File: src/common/mipsPkg.sv
package mipsPkg;

    // Primary opcodes
    localparam logic [5:0] OP_RTYPE = 6'h00;
    localparam logic [5:0] OP_J     = 6'h02;
    localparam logic [5:0] OP_BEQ   = 6'h04;
    localparam logic [5:0] OP_ORI   = 6'h0d;
    localparam logic [5:0] OP_LUI   = 6'h0f;
    localparam logic [5:0] OP_COP0  = 6'h10;
    localparam logic [5:0] OP_LW    = 6'h23;
    localparam logic [5:0] OP_SW    = 6'h2b;

    // Function field values
    localparam logic [5:0] FN_ERET = 6'h18;
    localparam logic [5:0] FN_ADDU = 6'h21;
    localparam logic [5:0] FN_SUBU = 6'h23;

    // Fixed vectors
    localparam logic [31:0] RESET_PC   = 32'h0000_3000;
    localparam logic [31:0] HANDLER_PC = 32'h0000_4180;

    // Address map
    localparam logic [31:0] RAM_BASE   = 32'h0000_0000;
    localparam int          RAM_WORDS  = 1024;
    localparam int          RAM_AW     = $clog2(RAM_WORDS);
    localparam logic [31:0] RAM_BYTES  = RAM_WORDS * 4;
    localparam logic [31:0] TIMER_BASE = 32'h0000_7f00;
    localparam int          PROG_WORDS = 1024;

    // Timer register word offsets
    localparam logic [1:0] TMR_CTRL   = 2'd0;
    localparam logic [1:0] TMR_PRESET = 2'd1;
    localparam logic [1:0] TMR_COUNT  = 2'd2;

    // Next-PC source
    localparam logic [1:0] PCSEL_SEQ    = 2'd0;
    localparam logic [1:0] PCSEL_BRANCH = 2'd1;
    localparam logic [1:0] PCSEL_JUMP   = 2'd2;
    localparam logic [1:0] PCSEL_EPC    = 2'd3;

    typedef enum logic [2:0] {
        FETCH, DECODE, EXEC, MEM, WB, IRQ
    } cpuState_t;

    typedef enum logic [1:0] {
        ADD, SUB, OR, LUI
    } aluOp_t;

endpackage
File: src/hdl/apbTimer.sv
`timescale 1ns/100ps

module apbTimer import mipsPkg::*; (
    input  logic        clk,
    input  logic        rst,
    input  logic [31:0] paddr,
    input  logic [31:0] pwdata,
    input  logic        pwrite,
    input  logic        psel,
    input  logic        penable,
    output logic [31:0] prdata,
    output logic        pready,
    output logic        irq
);
    logic [1:0]  ctrl;
    logic [31:0] preset, count;
    logic [1:0]  regSel;
    logic        wrEn;

    assign regSel = paddr[3:2];
    assign wrEn   = psel && penable && pwrite;
    assign pready = 1'b1;

    always_ff @(posedge clk) begin
        if (rst) begin
            ctrl   <= '0;
            preset <= '0;
            count  <= '0;
            irq    <= 1'b0;
        end else if (wrEn && regSel == TMR_CTRL) begin
            // Any CTRL write acknowledges the interrupt
            ctrl <= pwdata[1:0];
            irq  <= 1'b0;
            if (pwdata[0])
                count <= preset;
        end else begin
            if (wrEn && regSel == TMR_PRESET)
                preset <= pwdata;
            // Count holds once it reaches zero
            if (ctrl[0] && count != '0) begin
                count <= count - 32'd1;
                if (count == 32'd1 && ctrl[1])
                    irq <= 1'b1;
            end
        end
    end

    always_comb begin
        case (regSel)
            TMR_CTRL:   prdata = {30'h0, ctrl};
            TMR_PRESET: prdata = preset;
            TMR_COUNT:  prdata = count;
            default:    prdata = '0;
        endcase
    end

endmodule

File: config.mk
export PLATFORM = sky130hd
export DESIGN_NAME = apbTimer
export DESIGN_NICKNAME = d
export VERILOG_FILES = /design/src/common/mipsPkg.sv /design/src/hdl/apbTimer.sv
export SDC_FILE = /design/constraint.sdc
export NUM_CORES = 1
export LEC_CHECK = 0
export BUFFER_PORTS_ARGS = -buffer_cell sky130_fd_sc_hd__clkbuf_2
export CORE_MARGIN = 4
export CORE_UTILIZATION = 50
export CTS_BUF_LIST = sky130_fd_sc_hd__clkbuf_16
export CTS_CLUSTER_SIZE = 16
export DETAILED_ROUTE_END_ITERATION = 10
export GPL_TIMING_DRIVEN = 0
export PLACE_DENSITY = 0.77
export REMOVE_ABC_BUFFERS = 1
export SLEW_MARGIN = 20
export SYNTH_ARGS = -nofsm -noshare
export SYNTH_HDL_FRONTEND = slang
export SYNTH_SLANG_ARGS = --single-unit
export TNS_END_PERCENT = 30
File: constraint.sdc
create_clock -name clk -period 2.88 [get_ports clk]
set_input_delay 0.144 -clock clk [delete_from_list [all_inputs] [get_ports clk]]
set_output_delay 0.144 -clock clk [all_outputs]
set_load 0.005 [all_outputs]
==> reports/metrics.cfg <==
[worst_setup_path]
critPathBufInv = 1
worst-path-max-fanout = 8
required_ps = 3100
endpoint_kind = register
cp-start-kind = register
cp_slowest_cell = or4_1
critPathMaxStageDelay_ps = 600
path_cells = or4_1, or3b_4, or4_4, a21oi_4, buf_4, nor3_1, a31o_2
path_class = register to register
critical-path-top-delay-family = simple AND/OR/NAND/NOR gates
crit_arrival_ps = 3020

[cts]
cts_sinks = 67
clockBufferDepth = 2
clock_latency_ps = 330
cts_tree = built
h-tree-depth = 3
path_clk_slew_ps = 50
root_buffer = clkbuf_16
cts_buffers = 9
cts.hold.buffers_added = 0

[detailed_routing]
drtPass1Iterations = 6
dr_wl_met2_um = 4870
met3_length_um = 847
wl_per_cell_um = 16.0
wl_um = 10500
top_layer_used = met4
via_per_inst = 6.00
route.detailed.drc = 0
wl_met1_um = 4490
drtAntennaViolNets = 0
dr.first_iter.drc_count = 264
num_vias = 3919

[power]
ir_drop_mv = 0.360
power_density_mw_per_mm2 = 550
p_int_mw = 1.77
p_sw_uw = 658
p_leak_nw = 1.74
clockPowerShare_pct = 42.3
combPwrFrac_pct = 18.0
swShare_pct = 27.1
p_seq_share_pct = 39.7

[timing]
fin_skew_ps = 4.92
rsz0062_at_grt = false
setup_violations = 0
period_minus_slack_ps = 2800
worst_slew_pin_slew_ps = 881
slew_headroom_pct = 41.0
fin_crit_sh_pct = 97.3
setup_ws_ps = 79.1
drv_slew = 0
clock.fmax_ghz = 0.357
hold_viol = 0

[logic_synthesis]
syn_area_mm2 = 0.00364
synth_common_cells = 119 x nand2_1, 69 x a21oi_1, 67 x dfxtp_1, 33 x a22o_1, 31 x nor2_1
synth_top_family_by_area = compound AO/OA/AOI/OAI gates
synth.most_common_cell = nand2_1
netlist.area_leader.share_pct = 36.8
synth-compound-area-share_pct = 29.4
synth-simple-area-share_pct = 25.6
yosysWarnings = 0
synth_edf_count = 0
yosys.area.top_type = dfxtp_1
ys.flop_type = dfxtp_1
postSynthAreaPerCell_um2 = 7.36
synth_cell_type_count = 51
synth_fa_ha_area_share_pct = 0.687
synthMuxAreaShare_pct = 0.859
ys_ff_latch = 67
netlist_instances = 495
synth_xor_area_share_pct = 0
synthArstFlopShare_pct = 0
netlist_top_cells_area = dfxtp_1 37%, nand2_1 12%, a21oi_1 9.5%
ys_seq_area_share_pct = 36.8

[floorplanning]
num_rows = 30
core-area_mm2 = 0.00694
die_h_um = 93.4
die_w_um = 93.4
initial_core_util_pct = 52.5
die_area_mm2 = 0.00871
io_pins = 103

[final_layout]
layout.nets = 625
design_area_mm2 = 0.00441
n_antenna_cell = 0
drive_gt1_share_pct = 21.9
layout.cells.non_filler = 653
areaGrowthSynthToFinish_pct = 21.1

[placement]
gp_congestion = 0.853
dp_hpwl_um = 6860
portBuffers = 71
place_worst_setup_slack_ps = -564
numPlacedInstances = 632
placedInstanceArea_mm2 = 0.00405

[job]
drv_cap = 0

[global_route]
overflow = 0
grt_pass1_vias = 3593
grtUsageTotal_pct = 24.1
grt_pass1_wl_um = 17000
grt_max_degree = 67
antenna_found_initial = 0

[hold_path]
hold_path_class = input pin to register

[run_status]
status = complete, no violations

## worst register-to-register path, stage by stage, from the launching register on
cell	delay (ps)
dfxtp_1	350
or4_1	600
or3b_4	440
or4_4	600
a21oi_4	200
buf_4	200
nor3_1	70
a31o_2	240
## final timing paths
path              slack [ps]       start          to  cells past startpoint
setup / recovery          80   count[15]    count[2]                      7
setup reg to reg          80   count[15]    count[2]                      7
hold / removal            30  pwdata[12]  preset[12]                      3
hold reg to reg          470   preset[9]   preset[9]                      2
## per-stage QoR
step                setup TNS, ps  utilization [%]  power (mW)  hold slack (ps)
finish                          0             63.5        2.43             32.1
global route                    0             63.5        2.53             33.4
global placement          -219460             56.2        1.37              367
CTS                             0             63.1        2.43             29.6
floorplan                  -87630                -        1.26              213
detailed placement         -11590             58.4        1.39              372
## metal layers
metal	track usage [%]	vias up
met5	0	-
li1	-	1894
met3	4.83	24
met4	9.89	0
met1	31.6	1816
met2	38.5	185
## layout by cell type, fill, tap and decap left out, types with 3 or more instances in the layout
master	Yosys	layout
nand2_1	119	119
clkbuf_2	1	70
a21oi_1	69	69
dfxtp_1	67	67
a22o_1	33	33
nor2_1	31	31
o21ai_0	28	27
nor3_1	16	14
buf_4	2	11
clkbuf_16	0	9
nand3_1	9	8
o31ai_1	8	8
nor4_1	9	7
inv_1	5	5
a32o_1	5	5
o41ai_1	5	5
buf_6	3	5
or3_1	4	4
or4_1	4	4
nand4_1	3	3
or2_2	3	3
clkinv_1	0	3
## final cells by class
type,count,area (um2)
clock buffer,9,225
timing repair buffer,88,524
tap,96,120
multi-input combinational,383,2140
fill,611,2530
clock inverter,5,46.3
inverter,5,18.8
sequential,67,1340
## kinds of logic (layout without fill, tap and decap cells)
family,after synthesis,count (layout)
AND/OR/NAND/NOR,211,211
AO/OA/AOI/OAI,165,166
flip-flops,67,67
buffers and inverters,46,107
multiplexers,3,3
adder cells (fa/ha/maj),2,2
other,1,1
## flip-flops by register name, indices dropped and copies added, names as in the netlist
register,flops
preset,32
count,32
ctrl,2
irq,1
## power by group through the flow
| stage | registers (mW) | clock network [mW] | logic (mW) |
|---|---|---|---|
| final | 0.963 | 1.03 | 0.437 |
| after global routing | 0.965 | 1.08 | 0.487 |
| after CTS | 0.962 | 1.04 | 0.426 |
| after detailed placement | 0.981 | 0 | 0.412 |
| after global placement | 0.980 | 0 | 0.388 |
| after floorplan | 0.977 | 0 | 0.280 |
## timing repair
item,CTS,global route
buffers inserted,3,3
cloned,1,0
resized for setup,4,2
pin swaps,1,1
setup endpoints to repair,31,20
No activity file was read; power rests on OpenSTA's default activity.
