<file path="config.mk">
export PLATFORM = sky130hd
export DESIGN_NAME = cpu
export DESIGN_NICKNAME = d
export VERILOG_FILES = /design/src/common/mipsPkg.sv /design/src/cpu/cpu.sv /design/src/cpu/cpuCtrl.sv /design/src/cpu/grf.sv
export SDC_FILE = /design/constraint.sdc
export NUM_CORES = 2
export LEC_CHECK = 0
export BUFFER_PORTS_ARGS = -buffer_cell sky130_fd_sc_hd__buf_4
export CORE_ASPECT_RATIO = 2
export CORE_MARGIN = 10
export CORE_UTILIZATION = 35
export CTS_CLUSTER_SIZE = 16
export DETAILED_ROUTE_END_ITERATION = 8
export GPL_TIMING_DRIVEN = 0
export REMOVE_ABC_BUFFERS = 1
export SETUP_SLACK_MARGIN = 0.1
export SLEW_MARGIN = 40
export SYNTH_ARGS = -nofsm -noshare
export SYNTH_HDL_FRONTEND = slang
export SYNTH_SLANG_ARGS = --single-unit
</file>
<file path="constraint.sdc">
create_clock -name clk -period 7.3 [get_ports clk]
set_input_delay 1.46 -clock clk [delete_from_list [all_inputs] [get_ports clk]]
set_output_delay 1.46 -clock clk [all_outputs]
set_load 0.02 [all_outputs]
</file>
<file path="src/common/mipsPkg.sv">
package mipsPkg;

    // Primary opcodes
    localparam logic [5:0] OP_RTYPE = 6'h00;
    localparam logic [5:0] OP_J     = 6'h02;
    localparam logic [5:0] OP_BEQ   = 6'h04;
    localparam logic [5:0] OP_ORI   = 6'h0d;
    localparam logic [5:0] OP_LUI   = 6'h0f;
    localparam logic [5:0] OP_COP0  = 6'h10;
    localparam logic [5:0] OP_LW    = 6'h23;
    localparam logic [5:0] OP_SW    = 6'h2b;

    // Function field values
    localparam logic [5:0] FN_ERET = 6'h18;
    localparam logic [5:0] FN_ADDU = 6'h21;
    localparam logic [5:0] FN_SUBU = 6'h23;

    // Fixed vectors
    localparam logic [31:0] RESET_PC   = 32'h0000_3000;
    localparam logic [31:0] HANDLER_PC = 32'h0000_4180;

    // Address map
    localparam logic [31:0] RAM_BASE   = 32'h0000_0000;
    localparam int          RAM_WORDS  = 1024;
    localparam int          RAM_AW     = $clog2(RAM_WORDS);
    localparam logic [31:0] RAM_BYTES  = RAM_WORDS * 4;
    localparam logic [31:0] TIMER_BASE = 32'h0000_7f00;
    localparam int          PROG_WORDS = 1024;

    // Timer register word offsets
    localparam logic [1:0] TMR_CTRL   = 2'd0;
    localparam logic [1:0] TMR_PRESET = 2'd1;
    localparam logic [1:0] TMR_COUNT  = 2'd2;

    // Next-PC source
    localparam logic [1:0] PCSEL_SEQ    = 2'd0;
    localparam logic [1:0] PCSEL_BRANCH = 2'd1;
    localparam logic [1:0] PCSEL_JUMP   = 2'd2;
    localparam logic [1:0] PCSEL_EPC    = 2'd3;

    typedef enum logic [2:0] {
        FETCH, DECODE, EXEC, MEM, WB, IRQ
    } cpuState_t;

    typedef enum logic [1:0] {
        ADD, SUB, OR, LUI
    } aluOp_t;

endpackage
</file>
<file path="src/cpu/cpu.sv">
`timescale 1ns/100ps

module cpu import mipsPkg::*; (
    input  logic        clk,
    input  logic        rst,
    output logic [31:0] PC,
    input  logic [31:0] Instr,
    output logic [31:0] BrAddr,
    output logic [31:0] BrWData,
    output logic [3:0]  BrWE,
    output logic        BrReq,
    input  logic [31:0] BrRData,
    input  logic        BrDone,
    input  logic [7:2]  HWInt,
    output logic        wbEn,
    output logic [4:0]  wbAddr,
    output logic [31:0] wbData
);
    cpuState_t   state;
    aluOp_t      aluOp;
    logic        irWrite, pcWrite, regWrite, regDstRt, memToReg, memWrite;
    logic        takeIrq, doEret, inHandler, regEqual, zeroExt;
    logic [1:0]  pcSel;
    logic [31:0] instrReg, regA, regB, aluOut, memData, epc;
    logic [31:0] rdata1, rdata2, immExt, aluB, aluResult, nextPc;

    // Instruction fields
    logic [5:0]  opcode, funct;
    logic [4:0]  rs, rt, rd;
    logic [15:0] imm16;
    logic [25:0] jumpIdx;

    assign opcode  = instrReg[31:26];
    assign rs      = instrReg[25:21];
    assign rt      = instrReg[20:16];
    assign rd      = instrReg[15:11];
    assign funct   = instrReg[5:0];
    assign imm16   = instrReg[15:0];
    assign jumpIdx = instrReg[25:0];

    cpuCtrl ctrl (
        .clk(clk), .rst(rst), .opcode(opcode), .funct(funct),
        .regEqual(regEqual), .irqPending(|HWInt), .inHandler(inHandler), .BrDone(BrDone),
        .state(state), .aluOp(aluOp), .irWrite(irWrite), .pcWrite(pcWrite), .pcSel(pcSel),
        .regWrite(regWrite), .regDstRt(regDstRt), .memToReg(memToReg), .memWrite(memWrite),
        .BrReq(BrReq), .takeIrq(takeIrq), .doEret(doEret)
    );

    grf regFile (
        .clk(clk), .rst(rst), .raddr1(rs), .raddr2(rt), .rdata1(rdata1), .rdata2(rdata2),
        .we(wbEn), .waddr(wbAddr), .wdata(wbData)
    );

    // ori and lui take the immediate unsigned
    assign zeroExt  = (opcode == OP_ORI) || (opcode == OP_LUI);
    assign immExt   = zeroExt ? {16'h0, imm16} : {{16{imm16[15]}}, imm16};
    assign aluB     = (opcode == OP_RTYPE) ? regB : immExt;
    assign regEqual = (regA == regB);

    always_comb begin
        case (aluOp)
            SUB:     aluResult = regA - aluB;
            OR:      aluResult = regA | aluB;
            LUI:     aluResult = {aluB[15:0], 16'h0};
            default: aluResult = regA + aluB;
        endcase
    end

    // PC already points past the instruction in EXEC
    always_comb begin
        case (pcSel)
            PCSEL_BRANCH: nextPc = PC + {immExt[29:0], 2'b00};
            PCSEL_JUMP:   nextPc = {PC[31:28], jumpIdx, 2'b00};
            PCSEL_EPC:    nextPc = epc;
            default:      nextPc = PC + 32'd4;
        endcase
    end

    always_ff @(posedge clk) begin
        if (rst) begin
            PC        <= RESET_PC;
            inHandler <= 1'b0;
        end else if (takeIrq) begin
            PC        <= HANDLER_PC;
            inHandler <= 1'b1;
        end else begin
            if (pcWrite)
                PC <= nextPc;
            if (doEret)
                inHandler <= 1'b0;
        end
    end

    always_ff @(posedge clk) begin
        if (irWrite)
            instrReg <= Instr;
        if (takeIrq)
            epc <= PC;
        if (state == DECODE) begin
            regA <= rdata1;
            regB <= rdata2;
        end
        if (state == EXEC)
            aluOut <= aluResult;
        if (state == MEM && BrDone)
            memData <= BrRData;
    end

    // Bridge side and writeback trace
    assign BrAddr  = aluOut;
    assign BrWData = regB;
    assign BrWE    = memWrite ? 4'hf : 4'h0;
    assign wbEn    = regWrite;
    assign wbAddr  = regDstRt ? rt : rd;
    assign wbData  = memToReg ? memData : aluOut;

    assert property (@(posedge clk) disable iff (rst) (BrWE != 4'h0) |-> BrReq)
        else $error("cpu: store enable outside a bus request");

    // Request must hold steady until the bridge completes it
    assert property (@(posedge clk) disable iff (rst)
        BrReq && !BrDone |=> BrReq && $stable(BrAddr) && $stable(BrWData) && $stable(BrWE))
        else $error("cpu: bus request changed before BrDone");

endmodule

</file>
<file path="src/cpu/cpuCtrl.sv">
`timescale 1ns/100ps

module cpuCtrl import mipsPkg::*; (
    input  logic       clk,
    input  logic       rst,
    input  logic [5:0] opcode,
    input  logic [5:0] funct,
    input  logic       regEqual,
    input  logic       irqPending,
    input  logic       inHandler,
    input  logic       BrDone,
    output cpuState_t  state,
    output aluOp_t     aluOp,
    output logic       irWrite,
    output logic       pcWrite,
    output logic [1:0] pcSel,
    output logic       regWrite,
    output logic       regDstRt,
    output logic       memToReg,
    output logic       memWrite,
    output logic       BrReq,
    output logic       takeIrq,
    output logic       doEret
);
    cpuState_t stateNext;
    logic isAddu, isSubu, isOri, isLui, isLw, isSw, isBeq, isJ, isEret;
    logic irqEnter;

    assign isAddu   = (opcode == OP_RTYPE) && (funct == FN_ADDU);
    assign isSubu   = (opcode == OP_RTYPE) && (funct == FN_SUBU);
    assign isOri    = (opcode == OP_ORI);
    assign isLui    = (opcode == OP_LUI);
    assign isLw     = (opcode == OP_LW);
    assign isSw     = (opcode == OP_SW);
    assign isBeq    = (opcode == OP_BEQ);
    assign isJ      = (opcode == OP_J);
    assign isEret   = (opcode == OP_COP0) && (funct == FN_ERET);
    assign irqEnter = irqPending && !inHandler;

    always_ff @(posedge clk) begin
        if (rst)
            state <= FETCH;
        else
            state <= stateNext;
    end

    always_comb begin
        case (state)
            FETCH:   stateNext = irqEnter ? IRQ : DECODE;
            DECODE:  stateNext = EXEC;
            EXEC: begin
                if (isLw || isSw)
                    stateNext = MEM;
                else if (isAddu || isSubu || isOri || isLui)
                    stateNext = WB;
                else
                    stateNext = FETCH;
            end
            MEM:     stateNext = BrDone ? (isLw ? WB : FETCH) : MEM;
            default: stateNext = FETCH;
        endcase
    end

    always_comb begin
        irWrite  = (state == FETCH) && !irqEnter;
        pcWrite  = irWrite;
        pcSel    = PCSEL_SEQ;
        takeIrq  = (state == IRQ);
        doEret   = (state == EXEC) && isEret;
        BrReq    = (state == MEM);
        memWrite = BrReq && isSw;
        regWrite = (state == WB);
        regDstRt = isOri || isLui || isLw;
        memToReg = isLw;
        if (state == EXEC) begin
            if (isBeq && regEqual) begin
                pcWrite = 1'b1;
                pcSel   = PCSEL_BRANCH;
            end else if (isJ) begin
                pcWrite = 1'b1;
                pcSel   = PCSEL_JUMP;
            end else if (isEret) begin
                pcWrite = 1'b1;
                pcSel   = PCSEL_EPC;
            end
        end
    end

    // Loads and stores compute their address with ADD
    assign aluOp = isSubu ? SUB : (isOri ? OR : (isLui ? LUI : ADD));

    assert property (@(posedge clk) disable iff (rst)
        state inside {FETCH, DECODE, EXEC, MEM, WB, IRQ})
        else $error("cpuCtrl: illegal state encoding");

endmodule

</file>
<file path="src/cpu/grf.sv">
`timescale 1ns/100ps

module grf (
    input  logic        clk,
    input  logic        rst,
    input  logic [4:0]  raddr1,
    input  logic [4:0]  raddr2,
    output logic [31:0] rdata1,
    output logic [31:0] rdata2,
    input  logic        we,
    input  logic [4:0]  waddr,
    input  logic [31:0] wdata
);
    logic [31:0] regs [32];

    always_ff @(posedge clk) begin
        if (rst) begin
            for (int i = 0; i < 32; i++) begin
                regs[i] <= '0;
            end
        end else if (we && waddr != 5'd0) begin
            regs[waddr] <= wdata;
        end
    end

    // $zero reads as zero
    assign rdata1 = (raddr1 == 5'd0) ? '0 : regs[raddr1];
    assign rdata2 = (raddr2 == 5'd0) ? '0 : regs[raddr2];

endmodule

</file>
==> summary.md <==
| Metric | Value |
|---|---|
| Status | completed |
| Share of the synthesized area in the top cell type | between 50% and 60% |
| Max Cap Viol | 0 |
| CP Max Fanout | 24 |
| Area grow syn2layout | 19.4% |
| Final WS setup | ~0.37 ns |
| Global placement routability congestion | roughly 0.92 |
| Count of final max-slew check failures | 0 |
| Final Util | approximately two fifths |
| Pwr dens | around 230 nW/um2 |
| Initial DRC count | slightly below 6000 |
| Final Hold Fails | 0 |
| Antenna viol nets, final | 0 |
| Die Wd | between 300 and 400 um |
| CTS tree | built |
| Critical path startpoint | instrReg[27] |
| Final nets | 5044 |
| Number of cell rows | between 200 and 250 |
| DRC Markers | 0 |
| Total CTS buffers | 113 |
| Post-synth top cells | edfxtp_1 (1216), nor2_1 (1156), mux4_2 (640) |
| Hold crit path type | reg -> reg |
| Period utilization | 94.9% |
| First-pass GRT wire length | 355000 um |
| Routed wire per std cell | ~34 um |
| CP Data Arrival Time | 7.42 ns |
| Layout cell share with drive strength beyond 1 | a little under a third |
| Register area share after synthesis | 56.9% |
| Post-synth ARST share | 0% |
| Vias | between 40000 and 50000 |
| Yosys warnings | 0 |
| Required time worst endpoint | roughly 7.8 ns |
| Worst R2R Start | instrReg[27] |
| Mapped Avg Cell Area | 14.2 um2 |
| Mapped Area | roughly 65000 um2 |
| Starting Density | 35.1% |
| IO Count | 212 |
| Post-layout minimum cycle time | 6.93 ns |
| Count leader, synth | edfxtp_1 |
| Pwr Total | roughly 0.018 W |
| Routed vias/inst | roughly 6 |
| Cell count after synthesis | approximately 4600 |
| Critical path class | reg -> reg |
| RSZ-0062 raised after global routing | false |
| Die H | roughly 630 um |
| Synth Flop Type | edfxtp_1 |
| Pin count of the biggest net entering global routing | 50 |
| CTS Root Buffer Type | clkbuf_16 |
| Clk_lat worst skew | between 0.7 and 0.8 ns |
| Congestion Overflow GR | 0 |
| Worst-Margin Slew | between 1 and 1.5 ns |
| Placed cell area | 74500 um2 |
| Worst VDD drop | a little under 200 uV |
| Initial antenna violation count | 5 |
| CP Launch Type | register |
| Post-synth EDFFs | 1216 |
| DRT Pass-1 Iters | 6 |
| Hold Worst Slack | between 0.4 and 0.5 ns |
| Slew HR | about a third |
| Crit end category | register |
| Vias in the first global route | about 48000 |
| Clk buf depth | 3 |
| Worst Skew | around 0.048 ns |
| Port Buffers | roughly 210 |
| Lkg Pwr | 28.9 nW |
| Area contributors post-synth | edfxtp_1 (56%), mux4_2 (22%), nor2_1 (6.6%) |
| Global Route Usage Sum | 24.3% |
| Synth area leader | edfxtp_1 |
| DP Worst Slack | -0.507 ns |
| DRT Wirelength | roughly 260000 um |
| Synth unique cells | 78 |
| Clock sinks | approximately 1300 |
| Finished Cell Area | between 70000 and 80000 um2 |
| #FFs+latches synth | 1252 |
| H-tree levels | 3 |
| Clock-pin slew on the worst setup and hold paths | 0.07 ns |
| Hpwl dp | around 180000 um |
| Fmax | between 100 and 150 MHz |
| Die footprint | around 200000 um2 |
| Final setup viols | 0 |
| Core box area | 186000 um2 |
flip-flops by register name, indices dropped and copies added, names as in the netlist, 30 cells and up, named ones only:
register	cells
BrAddr	32
instrReg	32
epc	32
memData	32
regFile.regs	1024
BrWData	32
PC	30
regA	32
cell usage in the layout, fill, tap and decap left out, drive strengths merged, types with 76 or more instances in the layout:
master,Yosys,layout
a21oi,133,133
inv,72,76
buf,113,583
mux4,640,640
o21ai,79,79
edfxtp,1216,1216
mux2i,120,120
nor2,1157,1157
clkbuf,305,144
nand2,127,128
layer usage:
layer / track usage [%] / vias up / share of wire [%]
li1: - / 18200 / -
met1: 25.2 / 23400 / 31
met2: 41.5 / 2922 / 49
met3: 5.09 / 1036 / 8.8
met4: 21.3 / 6 / 11
met5: 0 / - / 0.014
final cells by class:
class                   instances  area (um2)
diodes                          3        7.51
clock buffers                 144        3020
clock inverters                60         497
fillers                     16800      108000
inverters                      72         270
multi-input cells            2885       27500
flip-flops and latches       1252       37200
well taps                    2486        3110
repair buffers                583        6520
final timing paths:
| kind | cells after the start | endpoint | slack [ns] |
|---|---|---|---|
| min reg2reg | 0 | epc[0] | 0.47 |
| min | 0 | epc[0] | 0.47 |
| max | 17 | BrAddr[30] | 0.37 |
| max reg2reg | 17 | BrAddr[30] | 0.37 |
power by group:
| part | internal (W) | leakage (nW) | switching, W | total [W] |
|---|---|---|---|---|
| registers | 0.00833 | 12.6 | 0.000425 | 0.00875 |
| logic | 0.00133 | 14.6 | 0.00197 | 0.00330 |
| clock network | 0.00313 | 1.71 | 0.00280 | 0.00593 |
| total | 0.0128 | 28.9 | 0.00519 | 0.0180 |
cell families after synthesis:
logic type               Yosys count  synth area share [%]
AO/OA/AOI/OAI                    414                  4.05
XOR/XNOR                          87                  1.16
AND/OR/NAND/NOR                 1525                  9.76
multiplexers                     762                  23.9
adder cells (fa/ha/maj)           64                  1.25
flip-flops                      1252                  56.9
buffers and inverters            490                  2.92
other                              1               0.00573
through the flow:
step	TNS, ns	std cells
final	0	7485
after global routing	0	7485
after CTS	0	7480
after detailed placement	-0.925	7275
after global placement	-	6905
after floorplan	-	4208
what timing repair did:
action | 4_1_cts | 5_1_grt
cloned | 0 | 1
pin swaps | 1 | 1
resized for setup | 5 | 3
hold buffers | 0 | 0
setup endpoints to repair | 3 | 2
buffers inserted | 1 | 0
critical path, cell delays in order (launching register included):
cell and delay, ns:
edfxtp_1 0.51, buf_6 0.21, buf_8 0.16, nor4_2 0.57, nand2_2 0.34, nor4_2 0.45, and2_4 0.42, a211oi_1 0.11
xor2_1 0.16, ha_1 0.46, o21ai_0 0.41, o41ai_1 0.44, a31oi_1 0.17, or4b_2 0.80, a211oi_2 0.39, o2111ai_1 0.31
a21o_1 0.29, a211oi_4 0.45
(Power assumes the default switching activity.)
