**src/common/mipsPkg.sv**
```systemverilog
package mipsPkg;

    // Primary opcodes
    localparam logic [5:0] OP_RTYPE = 6'h00;
    localparam logic [5:0] OP_J     = 6'h02;
    localparam logic [5:0] OP_BEQ   = 6'h04;
    localparam logic [5:0] OP_ORI   = 6'h0d;
    localparam logic [5:0] OP_LUI   = 6'h0f;
    localparam logic [5:0] OP_COP0  = 6'h10;
    localparam logic [5:0] OP_LW    = 6'h23;
    localparam logic [5:0] OP_SW    = 6'h2b;

    // Function field values
    localparam logic [5:0] FN_ERET = 6'h18;
    localparam logic [5:0] FN_ADDU = 6'h21;
    localparam logic [5:0] FN_SUBU = 6'h23;

    // Fixed vectors
    localparam logic [31:0] RESET_PC   = 32'h0000_3000;
    localparam logic [31:0] HANDLER_PC = 32'h0000_4180;

    // Address map
    localparam logic [31:0] RAM_BASE   = 32'h0000_0000;
    localparam int          RAM_WORDS  = 1024;
    localparam int          RAM_AW     = $clog2(RAM_WORDS);
    localparam logic [31:0] RAM_BYTES  = RAM_WORDS * 4;
    localparam logic [31:0] TIMER_BASE = 32'h0000_7f00;
    localparam int          PROG_WORDS = 1024;

    // Timer register word offsets
    localparam logic [1:0] TMR_CTRL   = 2'd0;
    localparam logic [1:0] TMR_PRESET = 2'd1;
    localparam logic [1:0] TMR_COUNT  = 2'd2;

    // Next-PC source
    localparam logic [1:0] PCSEL_SEQ    = 2'd0;
    localparam logic [1:0] PCSEL_BRANCH = 2'd1;
    localparam logic [1:0] PCSEL_JUMP   = 2'd2;
    localparam logic [1:0] PCSEL_EPC    = 2'd3;

    typedef enum logic [2:0] {
        FETCH, DECODE, EXEC, MEM, WB, IRQ
    } cpuState_t;

    typedef enum logic [1:0] {
        ADD, SUB, OR, LUI
    } aluOp_t;

endpackage
```
**src/hdl/apbBridge.sv**
```systemverilog
`timescale 1ns/100ps

module apbBridge import mipsPkg::*; (
    input  logic        clk,
    input  logic        rst,
    input  logic [31:0] BrAddr,
    input  logic [31:0] BrWData,
    input  logic [3:0]  BrWE,
    input  logic        BrReq,
    output logic [31:0] BrRData,
    output logic        BrDone,
    output logic [31:0] paddr,
    output logic [31:0] pwdata,
    output logic        pwrite,
    output logic        penable,
    output logic        pselRam,
    output logic        pselTimer,
    input  logic [31:0] prdataRam,
    input  logic [31:0] prdataTimer,
    input  logic        preadyRam,
    input  logic        preadyTimer
);
    typedef enum logic [1:0] {IDLE, SETUP, ACCESS} apbState_t;

    apbState_t state, stateNext;
    logic selRam, selTimer, readyMux;

    // Region decode, stable while BrReq is held
    assign selTimer = (BrAddr[31:4] == TIMER_BASE[31:4]);
    assign selRam   = !selTimer && ((BrAddr - RAM_BASE) < RAM_BYTES);

    // Unmapped addresses complete at once and read zero
    assign readyMux = selTimer ? preadyTimer : (selRam ? preadyRam : 1'b1);

    always_ff @(posedge clk) begin
        if (rst)
            state <= IDLE;
        else
            state <= stateNext;
    end

    always_comb begin
        case (state)
            IDLE:    stateNext = BrReq ? SETUP : IDLE;
            SETUP:   stateNext = ACCESS;
            ACCESS:  stateNext = readyMux ? IDLE : ACCESS;
            default: stateNext = IDLE;
        endcase
    end

    assign paddr     = BrAddr;
    assign pwdata    = BrWData;
    assign pwrite    = |BrWE;
    assign pselRam   = selRam && (state != IDLE);
    assign pselTimer = selTimer && (state != IDLE);
    assign penable   = (state == ACCESS) && (selRam || selTimer);
    assign BrDone    = (state == ACCESS) && readyMux;
    assign BrRData   = selTimer ? prdataTimer : (selRam ? prdataRam : '0);

    assert property (@(posedge clk) disable iff (rst)
        $rose(penable) |-> $past(pselRam || pselTimer) && (pselRam || pselTimer))
        else $error("apbBridge: penable without a setup phase");

endmodule

```
**config.mk**
```make
export PLATFORM = sky130hd
export DESIGN_NAME = apbBridge
export DESIGN_NICKNAME = d
export VERILOG_FILES = /design/src/common/mipsPkg.sv /design/src/hdl/apbBridge.sv
export SDC_FILE = /design/constraint.sdc
export NUM_CORES = 1
export LEC_CHECK = 0
export ABC_AREA = 1
export ABC_CLOCK_PERIOD_IN_PS = 2100
export BUFFER_PORTS_ARGS = -buffer_cell sky130_fd_sc_hd__buf_2
export CAP_MARGIN = 20
export CORE_AREA = 2 2 93 95
export CTS_CLUSTER_DIAMETER = 60
export DETAILED_ROUTE_END_ITERATION = 8
export DIE_AREA = 0 0 95 97
export GPL_TIMING_DRIVEN = 0
export MAX_ROUTING_LAYER = met4
export PLACE_DENSITY = 0.67
export SYNTH_ARGS = -nofsm -noshare
export SYNTH_HDL_FRONTEND = slang
export SYNTH_SLANG_ARGS = --single-unit
```
**constraint.sdc**
```tcl
create_clock -name clk -period 2.1 [get_ports clk]
set_clock_uncertainty 0.05 [all_clocks]
set_input_delay 0.63 -clock clk [delete_from_list [all_inputs] [get_ports clk]]
set_output_delay 0.63 -clock clk [all_outputs]
set_load 0.01 [all_outputs]
```
==> reports/qor.csv, run 1 <==
metric,value,unit
cts_buffer_depth,2,
maxSlewHeadroom,74.3,%
slowest_delay,280,ps
crit_path_frequent_cell,buf_6,
grt_use_total,12.1,%
yosysMostFrequentCell,buf_4,
diodes,0,
tightest_slew,384,ps
postSynthCellCount,235,
h-tree-depth,1,
cts_inserted_buffers,3,
synth_flop_cell,dfxtp_1,
violations,negative setup slack,
syn_nets,372,
cts-hold-fix-buffers,0,
rows,33,
hpwl,4.97,mm
critPathKind,in -> out,
grt_overflow,0,
ant_nets,0,
finalHoldViolations,0,
numPlacedInstances,541,
wire_per_inst,11.3,um
rsz0062_at_grt,yes,
die_y,97,um
dr.pass1.iters,4,
dieArea,0.00922,mm2
drt_iter0_drc,19,
clkTransAtPathRegs,30,ps
port_buffers,201,
setup-tns-final,-12650,ps
yosysUniqueCellTypes,23,
synth.avg_cell_area,5.69,um2
fin_crit_sh,119,%
area.growth.synth_to_final,143,%
yosys-top-cells-count,"buf_4, inv_1, nand3_1",
antenna_found_initial,0,
crit_slowest_cell,nor4_4,
r2r_start,state[0],
post-route-util,39.9,%
top_layer_used,met4,
clock.fmax,400,MHz
synth_edf_count,0,
startpoint_type,input port,
yosysTopAreaCell,buf_4,
cap_viol_max_count,0,
via_count,2191,
ir_drop,110,uV
largest_reg_flops,2,
end_kind,output pin,
regMostFlops,state,
fin_crit,2500,ps
nFillCells,843,
nets,592,
clock-sinks,2,
via_per_inst,3.93,
clk_latency,210,ps
synth.cell_area,0.00134,mm2
ys_warn_count,0,
clockRootBuffer,clkbuf_8,
whs,465,ps
ys_top_cells_by_area,"buf_4, inv_1, nand3_1",
floorplan.initialDensity,16.4,%
coreArea,0.00813,mm2
cp_num_cells,9,
synthDominantCellAreaShare,36.5,%
wl_met3,438,um
stdcell_count,558,
crit_family,buffers and inverters,
grt_pass1_vias,1975,
met2WireLength,3.73,mm
m1WireLength,2.15,mm
cts_tree,built,
outcome,"finished, violations left",
critical_path.endpoint,BrRData[20],
grt_pass1_wl,8.89,mm
pre_cts_slack,-893,ps
cp_data_required_time,1420,ps
grt_max_degree,11,
synth.ff_latch_count,2,
drc_errors,0,
hold_path.class,reg -> reg,
worst_slack,-403,ps
layout-drive-gt1-share,83.2,%
reg_top3,state x2,
worstPathMaxFanout,5,
io-pin-count,238,
drt_wl_total,6.33,mm
power_density,179,mW/mm2
setup-violations-final,36,
yosysSeqAreaShare,2.99,%
path_buf_inv,4,
worstReg2RegEnd,state[0],
drv_slew,0,
r2r_cells,3,
startpoint,BrAddr[19],
async_flop_share,0,%
p_leak,0.00185,uW
die_w,95,um
path_cells,buf_8 -> nor2_4 -> nand2_4 -> nor4_4 -> buf_6 -> buf_6 -> nand3_2 -> o21ai_1 -> buf_2,
r2r_slack,1120,ps
cp.arrival,1820,ps
gp_congestion,0.732,
## how the worst min path moves through the flow
stage,startpoint,end,depth (start not counted)
final,state[0],state[1],2
after global routing,state[0],state[1],2
after CTS,state[0],state[1],2
after detailed placement,state[0],state[1],2
after global placement,state[0],state[1],2
after floorplan,state[0],state[1],2
## metal layers
metal / vias to the layer above / global-route usage (%)
met5: - / -
met4: 0 / 1.34
met3: 2 / 0.545
met2: 121 / 25.1
met1: 962 / 12.5
li1: 1106 / -
## cells in the final DEF, fill, tap and decap left out, types with 2 or more instances in the layout
cell type / instances
nand3_4: 5
nor2_1: 6
inv_1: 39
nand3_2: 28
nand2_1: 11
nand2_4: 2
nand2_2: 8
o21ai_2: 19
nor2_2: 3
inv_2: 6
o21ai_1: 13
buf_2: 179
clkbuf_8: 3
nor2_4: 11
buf_4: 71
buf_8: 7
dfxtp_1: 2
buf_6: 29
nor3_4: 2
## logic make-up (layout without fill, tap and decap cells)
family	Yosys count	in the layout	share of synthesized area (%)
buffers and inverters	118	336	53.3
AOI/OAI and AO/OA	34	34	14.6
DFF	2	2	2.99
and+or+nand+nor	81	81	29.1
## metrics by stage
step	area (um2)	power, uW
global route	3250	628
detailed placement	2530	373
finish	3250	582
floorplan	1390	206
CTS	2980	551
global placement	2530	368
## worst register-to-register path: cells and delay by family (launching register included)
kind	cells	cell delay [ps]
simple gates	3	530
flops	1	320
## report_power, final
part           switching [uW]  leakage (uW)  internal, uW
Clock                    29.2     0.0000216           121
Sequential               1.73     0.0000164          40.3
Combinational             160       0.00181           229
## final cells by class
class,instances,area [um2],area share (%)
sequential,2,40.0,1.23
timing repair buffer,215,1290,39.7
inverter,45,169,5.20
tap,105,131,4.04
multi-input combinational,115,973,30.0
clock buffer,3,41.3,1.27
buffer,73,603,18.6
## repair_timing
item,4_1_cts,5_1_grt
endpoints found under the setup margin,36,36
pin swaps,15,11
setup buffers,9,1
cloned,4,0
resized for setup,74,63
No activity file was read; power rests on OpenSTA's default activity.
==> run 2: changes to the inputs <==
--- a/config.mk
+++ b/config.mk
@@ -6,7 +6,7 @@
 export NUM_CORES = 1
 export LEC_CHECK = 0
 export ABC_AREA = 1
-export ABC_CLOCK_PERIOD_IN_PS = 2100
+export ABC_CLOCK_PERIOD_IN_PS = 3060
 export BUFFER_PORTS_ARGS = -buffer_cell sky130_fd_sc_hd__buf_2
 export CAP_MARGIN = 20
 export CORE_AREA = 2 2 93 95
@@ -15,7 +15,8 @@
 export DIE_AREA = 0 0 95 97
 export GPL_TIMING_DRIVEN = 0
 export MAX_ROUTING_LAYER = met4
-export PLACE_DENSITY = 0.67
+export PLACE_DENSITY = 0.65
+export REMOVE_ABC_BUFFERS = 1
 export SYNTH_ARGS = -nofsm -noshare
 export SYNTH_HDL_FRONTEND = slang
 export SYNTH_SLANG_ARGS = --single-unit
==> constraint.sdc (replaced) <==
create_clock -name clk -period 3.06 [get_ports clk]
set_clock_uncertainty 0.05 [all_clocks]
set_input_delay 0.918 -clock clk [delete_from_list [all_inputs] [get_ports clk]]
set_output_delay 0.918 -clock clk [all_outputs]
set_load 0.01 [all_outputs]
==> run 2 against run 1 <==
The run still ends with negative setup slack left. Largest cell class unchanged. Critical path type unchanged. Final area down 26%. Global-route usage up 5.1 points. Largest power group unchanged. Die area unchanged.
==> reports/qor.csv, run 2 (synthesis results as in run 1) <==
metric,value,unit
outcome,"finished, violations left",
violations,negative setup slack,
cts_buffer_depth,2,
cap_viol_max_count,0,
io-pin-count,238,
final_common_cell,buf_2,
layout_common_cells,"buf_2, inv_1, nand3_2, o21ai_1",
area.growth.synth_to_final,80.3,%
dr.pass1.iters,4,
floorplan.initialDensity,16.4,%
r2r_slack,2210,ps
regMostFlops,state,
via_count,1924,
via_per_inst,4.25,
startpoint,BrAddr[17],
reg_top3,state x2,
nets,487,
ir_drop,241,uV
coreArea,0.00813,mm2
drv_slew,0,
cts-hold-fix-buffers,0,
worstPathMaxFanout,7,
grt_pass1_vias,1702,
fin_crit,3070,ps
r2r_start,state[1],
rows,33,
port_buffers,165,
drc_errors,0,
clk_latency,210,ps
clkTransAtPathRegs,30,ps
tightest_slew,259,ps
clock-sinks,2,
die_w,95,um
finalHoldViolations,0,
grt_max_degree,30,
startpoint_type,input port,
setup-violations-final,5,
cts_tree,built,
fin_crit_sh,100,%
holdCritStartpoint,state[0],
r2r_cells,4,
worst_slack,-10.3,ps
clockRootBuffer,clkbuf_8,
stdcell_count,453,
hold_path.class,reg -> reg,
cp_data_required_time,2090,ps
clock.fmax,326,MHz
drt_wl_total,8.79,mm
worstReg2RegEnd,state[1],
power_density,120,mW/mm2
setup-tns-final,-36.7,ps
p_leak,0.00135,uW
ant_nets,0,
cts_inserted_buffers,3,
dieArea,0.00922,mm2
end_kind,output pin,
wire_per_inst,19.4,um
layout-drive-gt1-share,73.3,%
maxSlewHeadroom,82.6,%
grt_overflow,0,
gp_congestion,0.825,
grt_pass1_wl,10.9,mm
critPathKind,in -> out,
h-tree-depth,1,
rsz0062_at_grt,yes,
numPlacedInstances,435,
grt_use_total,17.3,%
cp.arrival,2100,ps
hpwl,7.02,mm
diodes,0,
antenna_found_initial,0,
critical_path.endpoint,BrRData[6],
largest_reg_flops,2,
drt_iter0_drc,42,
die_y,97,um
==> run 2: changes by cell type in the layout (fill, tap and decap cells not counted), moves of 3 or more <==
cell and change:
o21ai_2 -8, buf_2 -26, nor2_4 -3, nand3_1 +5, buf_6 -17, buf_12 +3
buf_4 -64, nand3_4 -4, o21ai_1 +8
==> run 2: timing repair <==
| action | CTS | global route |
|---|---|---|
| endpoints found under the setup margin | 35 | 36 |
| gates resized for setup | 49 | 66 |
| setup buffers | 8 | 4 |
| gates cloned | 3 | 2 |
| pin swaps | 9 | 17 |
==> run 2: final cells by class <==
cell class	count	area, um2
inverter	45	169
fill	871	5720
multi-input combinational	115	863
tap	105	131
sequential	2	40.0
clock buffer	3	41.3
timing repair buffer	183	1170
==> run 2: worst min-delay path by stage <==
| stage | to | slack, ps | cells past startpoint |
|---|---|---|---|
| 2_1_floorplan | state[1] | 410 | 2 |
| 3_3_place_gp | state[1] | 430 | 2 |
| 3_5_place_dp | state[1] | 450 | 2 |
| 4_1_cts | state[1] | 450 | 2 |
| 5_1_grt | state[1] | 500 | 2 |
| 6_report | state[1] | 470 | 2 |
==> run 2: worst max-delay path, stage by stage <==
cell	delay [ps]
buf_4	130
nor2_4	80
nand2_2	80
nor4_4	260
buf_6	200
buf_8	140
nand3_1	70
o21ai_1	80
buf_2	140
==> run 2: per-layer routing <==
layer / track usage [%] / part of all wire (%) / vias to the layer above
met4: 3.12 / 1.3 / 0
met5: - / 0 / -
met2: 32.0 / 54 / 175
met1: 11.9 / 26 / 848
li1: - / - / 896
met3: 15.2 / 19 / 5
==> run 2: per-stage QoR <==
stage | power [uW] | instance area, um2 | util, % | setup slack [ps] | hold slack (ps)
final | 289 | 2410 | 29.6 | -10.3 | 468
after global routing | 310 | 2410 | 29.6 | -97.9 | 499
after CTS | 271 | 2110 | 26.0 | -156 | 453
after detailed placement | 154 | 1810 | 22.3 | -831 | 449
after global placement | 150 | 1750 | 21.5 | -1390 | 426
after floorplan | 52.4 | 793 | - | -482 | 414
==> run 2: power by group <==
| part | internal (uW) | leakage, uW | switching [uW] | total [uW] |
|---|---|---|---|---|
| registers | 27.7 | 0.0000164 | 1.27 | 29.0 |
| logic | 81.1 | 0.00132 | 72.8 | 154 |
| clock network | 83.4 | 0.0000216 | 22.7 | 106 |
| total | 192 | 0.00135 | 96.8 | 289 |
==> run 3: changes to the inputs <==
--- a/config.mk
+++ b/config.mk
@@ -15,7 +15,7 @@
 export DIE_AREA = 0 0 95 97
 export GPL_TIMING_DRIVEN = 0
 export MAX_ROUTING_LAYER = met4
-export PLACE_DENSITY = 0.65
+export PLACE_DENSITY = 0.61
 export REMOVE_ABC_BUFFERS = 1
 export SYNTH_ARGS = -nofsm -noshare
 export SYNTH_HDL_FRONTEND = slang
==> run 3 against run 2 <==
The run still ends with negative setup slack left. Maximum frequency is 2.7% lower. Via count down 1.6%. Clock power about the same. Critical endpoint is now BrRData[14]. Largest cell class unchanged. Largest power group unchanged. Highest routed layer unchanged.
==> reports/qor.csv, run 3 (synthesis results as in run 1) <==
metric,value,unit
cts_buffer_depth,2,
rows,33,
antenna_found_initial,0,
cts-hold-fix-buffers,0,
maxSlewHeadroom,80.7,%
grt_max_degree,29,
largest_reg_flops,2,
dieArea,0.00922,mm2
via_count,1894,
port_buffers,165,
ir_drop,300,uV
cp_data_required_time,2090,ps
placed_cell_area,0.00181,mm2
clockRootBuffer,clkbuf_8,
layout_common_cells,"buf_2, inv_1, nand3_2, o21ai_1, buf_6",
hold_path.class,reg -> reg,
numPlacedInstances,435,
via_per_inst,4.18,
die_w,95,um
nets,487,
gp_congestion,0.855,
grt_util_met3,19.2,%
finalHoldViolations,0,
stdcell_count,453,
hpwl,7.51,mm
tightest_slew,288,ps
end_kind,output pin,
diodes,0,
startpoint_type,input port,
dr.pass1.iters,4,
clock-sinks,2,
area.growth.synth_to_final,84.9,%
drt_iter0_drc,12,
grt_pass1_vias,1730,
setup-tns-final,-1530,ps
clock.fmax,317,MHz
worst_slack,-95.2,ps
pre_cts_slack,-761,ps
layout-drive-gt1-share,74.4,%
cp.arrival,2190,ps
clk_latency,210,ps
violations,negative setup slack,
fin_crit,3160,ps
globalRouteMet2Util,34.1,%
coreArea,0.00813,mm2
io-pin-count,238,
ant_nets,0,
final_common_cell,buf_2,
drc_errors,0,
power_density,119,mW/mm2
drt_wl_total,9.43,mm
reg_top3,state x2,
cap_viol_max_count,0,
postLayoutCellArea,0.00247,mm2
die_y,97,um
clkTransAtPathRegs,30,ps
worstPathMaxFanout,5,
cts_tree,built,
p_leak,0.00138,uW
grt-busiest-layer,met2,
rsz0062_at_grt,yes,
regMostFlops,state,
use_met1,9.15,%
wire_per_inst,20.8,um
fin_crit_sh,103,%
cts_inserted_buffers,3,
drv_slew,0,
h-tree-depth,1,
outcome,"finished, violations left",
grt_use_total,17.5,%
grt_pass1_wl,11.0,mm
setup-violations-final,32,
critPathKind,in -> out,
floorplan.initialDensity,16.4,%
grt_overflow,0,
run 3: cell count changes in the layout (fill, tap and decap cells not counted), moves of 2 or more:
cell,previous run,this run
buf_2,153,150
buf_4,7,3
buf_6,12,20
nand2_1,12,9
nand2_2,7,9
nor2_4,8,10
run 3: final timing paths:
path	from	to	slack, ps	cells past startpoint
worst max-delay path	BrAddr[19]	BrRData[14]	-100	9
worst min-delay path	state[0]	state[1]	450	2
worst max register to register	state[1]	state[1]	2230	4
worst min register to register	state[0]	state[1]	450	2
run 3: layout make-up:
type                            count  area (um2)
Multi-Input combinational cell    115         896
Fill cell                         880        5660
Tap cell                          105         131
Clock buffer                        3        41.3
Timing Repair Buffer              183        1200
Inverter                           45         169
Sequential cell                     2        40.0
run 3: worst max-delay path, cell delays in order:
cell	delay, ps
buf_8	100
nor2_4	110
nand2_4	80
nor4_4	330
buf_6	210
clkbuf_16	170
nand3_1	60
o21ai_1	60
buf_2	140
run 3: repair_timing:
action / 4_1_cts / 5_1_grt
setup buffers: 8 / 5
gates cloned: 2 / 3
resized for setup: 42 / 91
setup endpoints to repair: 35 / 36
pin swaps: 3 / 18
run 3: where the power goes:
part	total [uW]	switching, uW	internal (uW)
sequential	28.9	1.20	27.7
combinational	162	76.3	85.8
clock	103	19.9	83.1
run 3: layer usage:
metal	vias up	share of wire (%)
met5	-	0
met4	0	0.66
met3	4	23
met2	172	56
met1	821	21
li1	897	-
run 3: metrics by stage:
| stage | utilization (%) | hold slack [ps] | power (uW) |
|---|---|---|---|
| after floorplan | - | 414 | 52.4 |
| final | 30.4 | 451 | 294 |
| after global placement | 21.5 | 430 | 151 |
| after detailed placement | 22.3 | 433 | 154 |
| after CTS | 25.8 | 439 | 273 |
| after global routing | 30.4 | 465 | 312 |
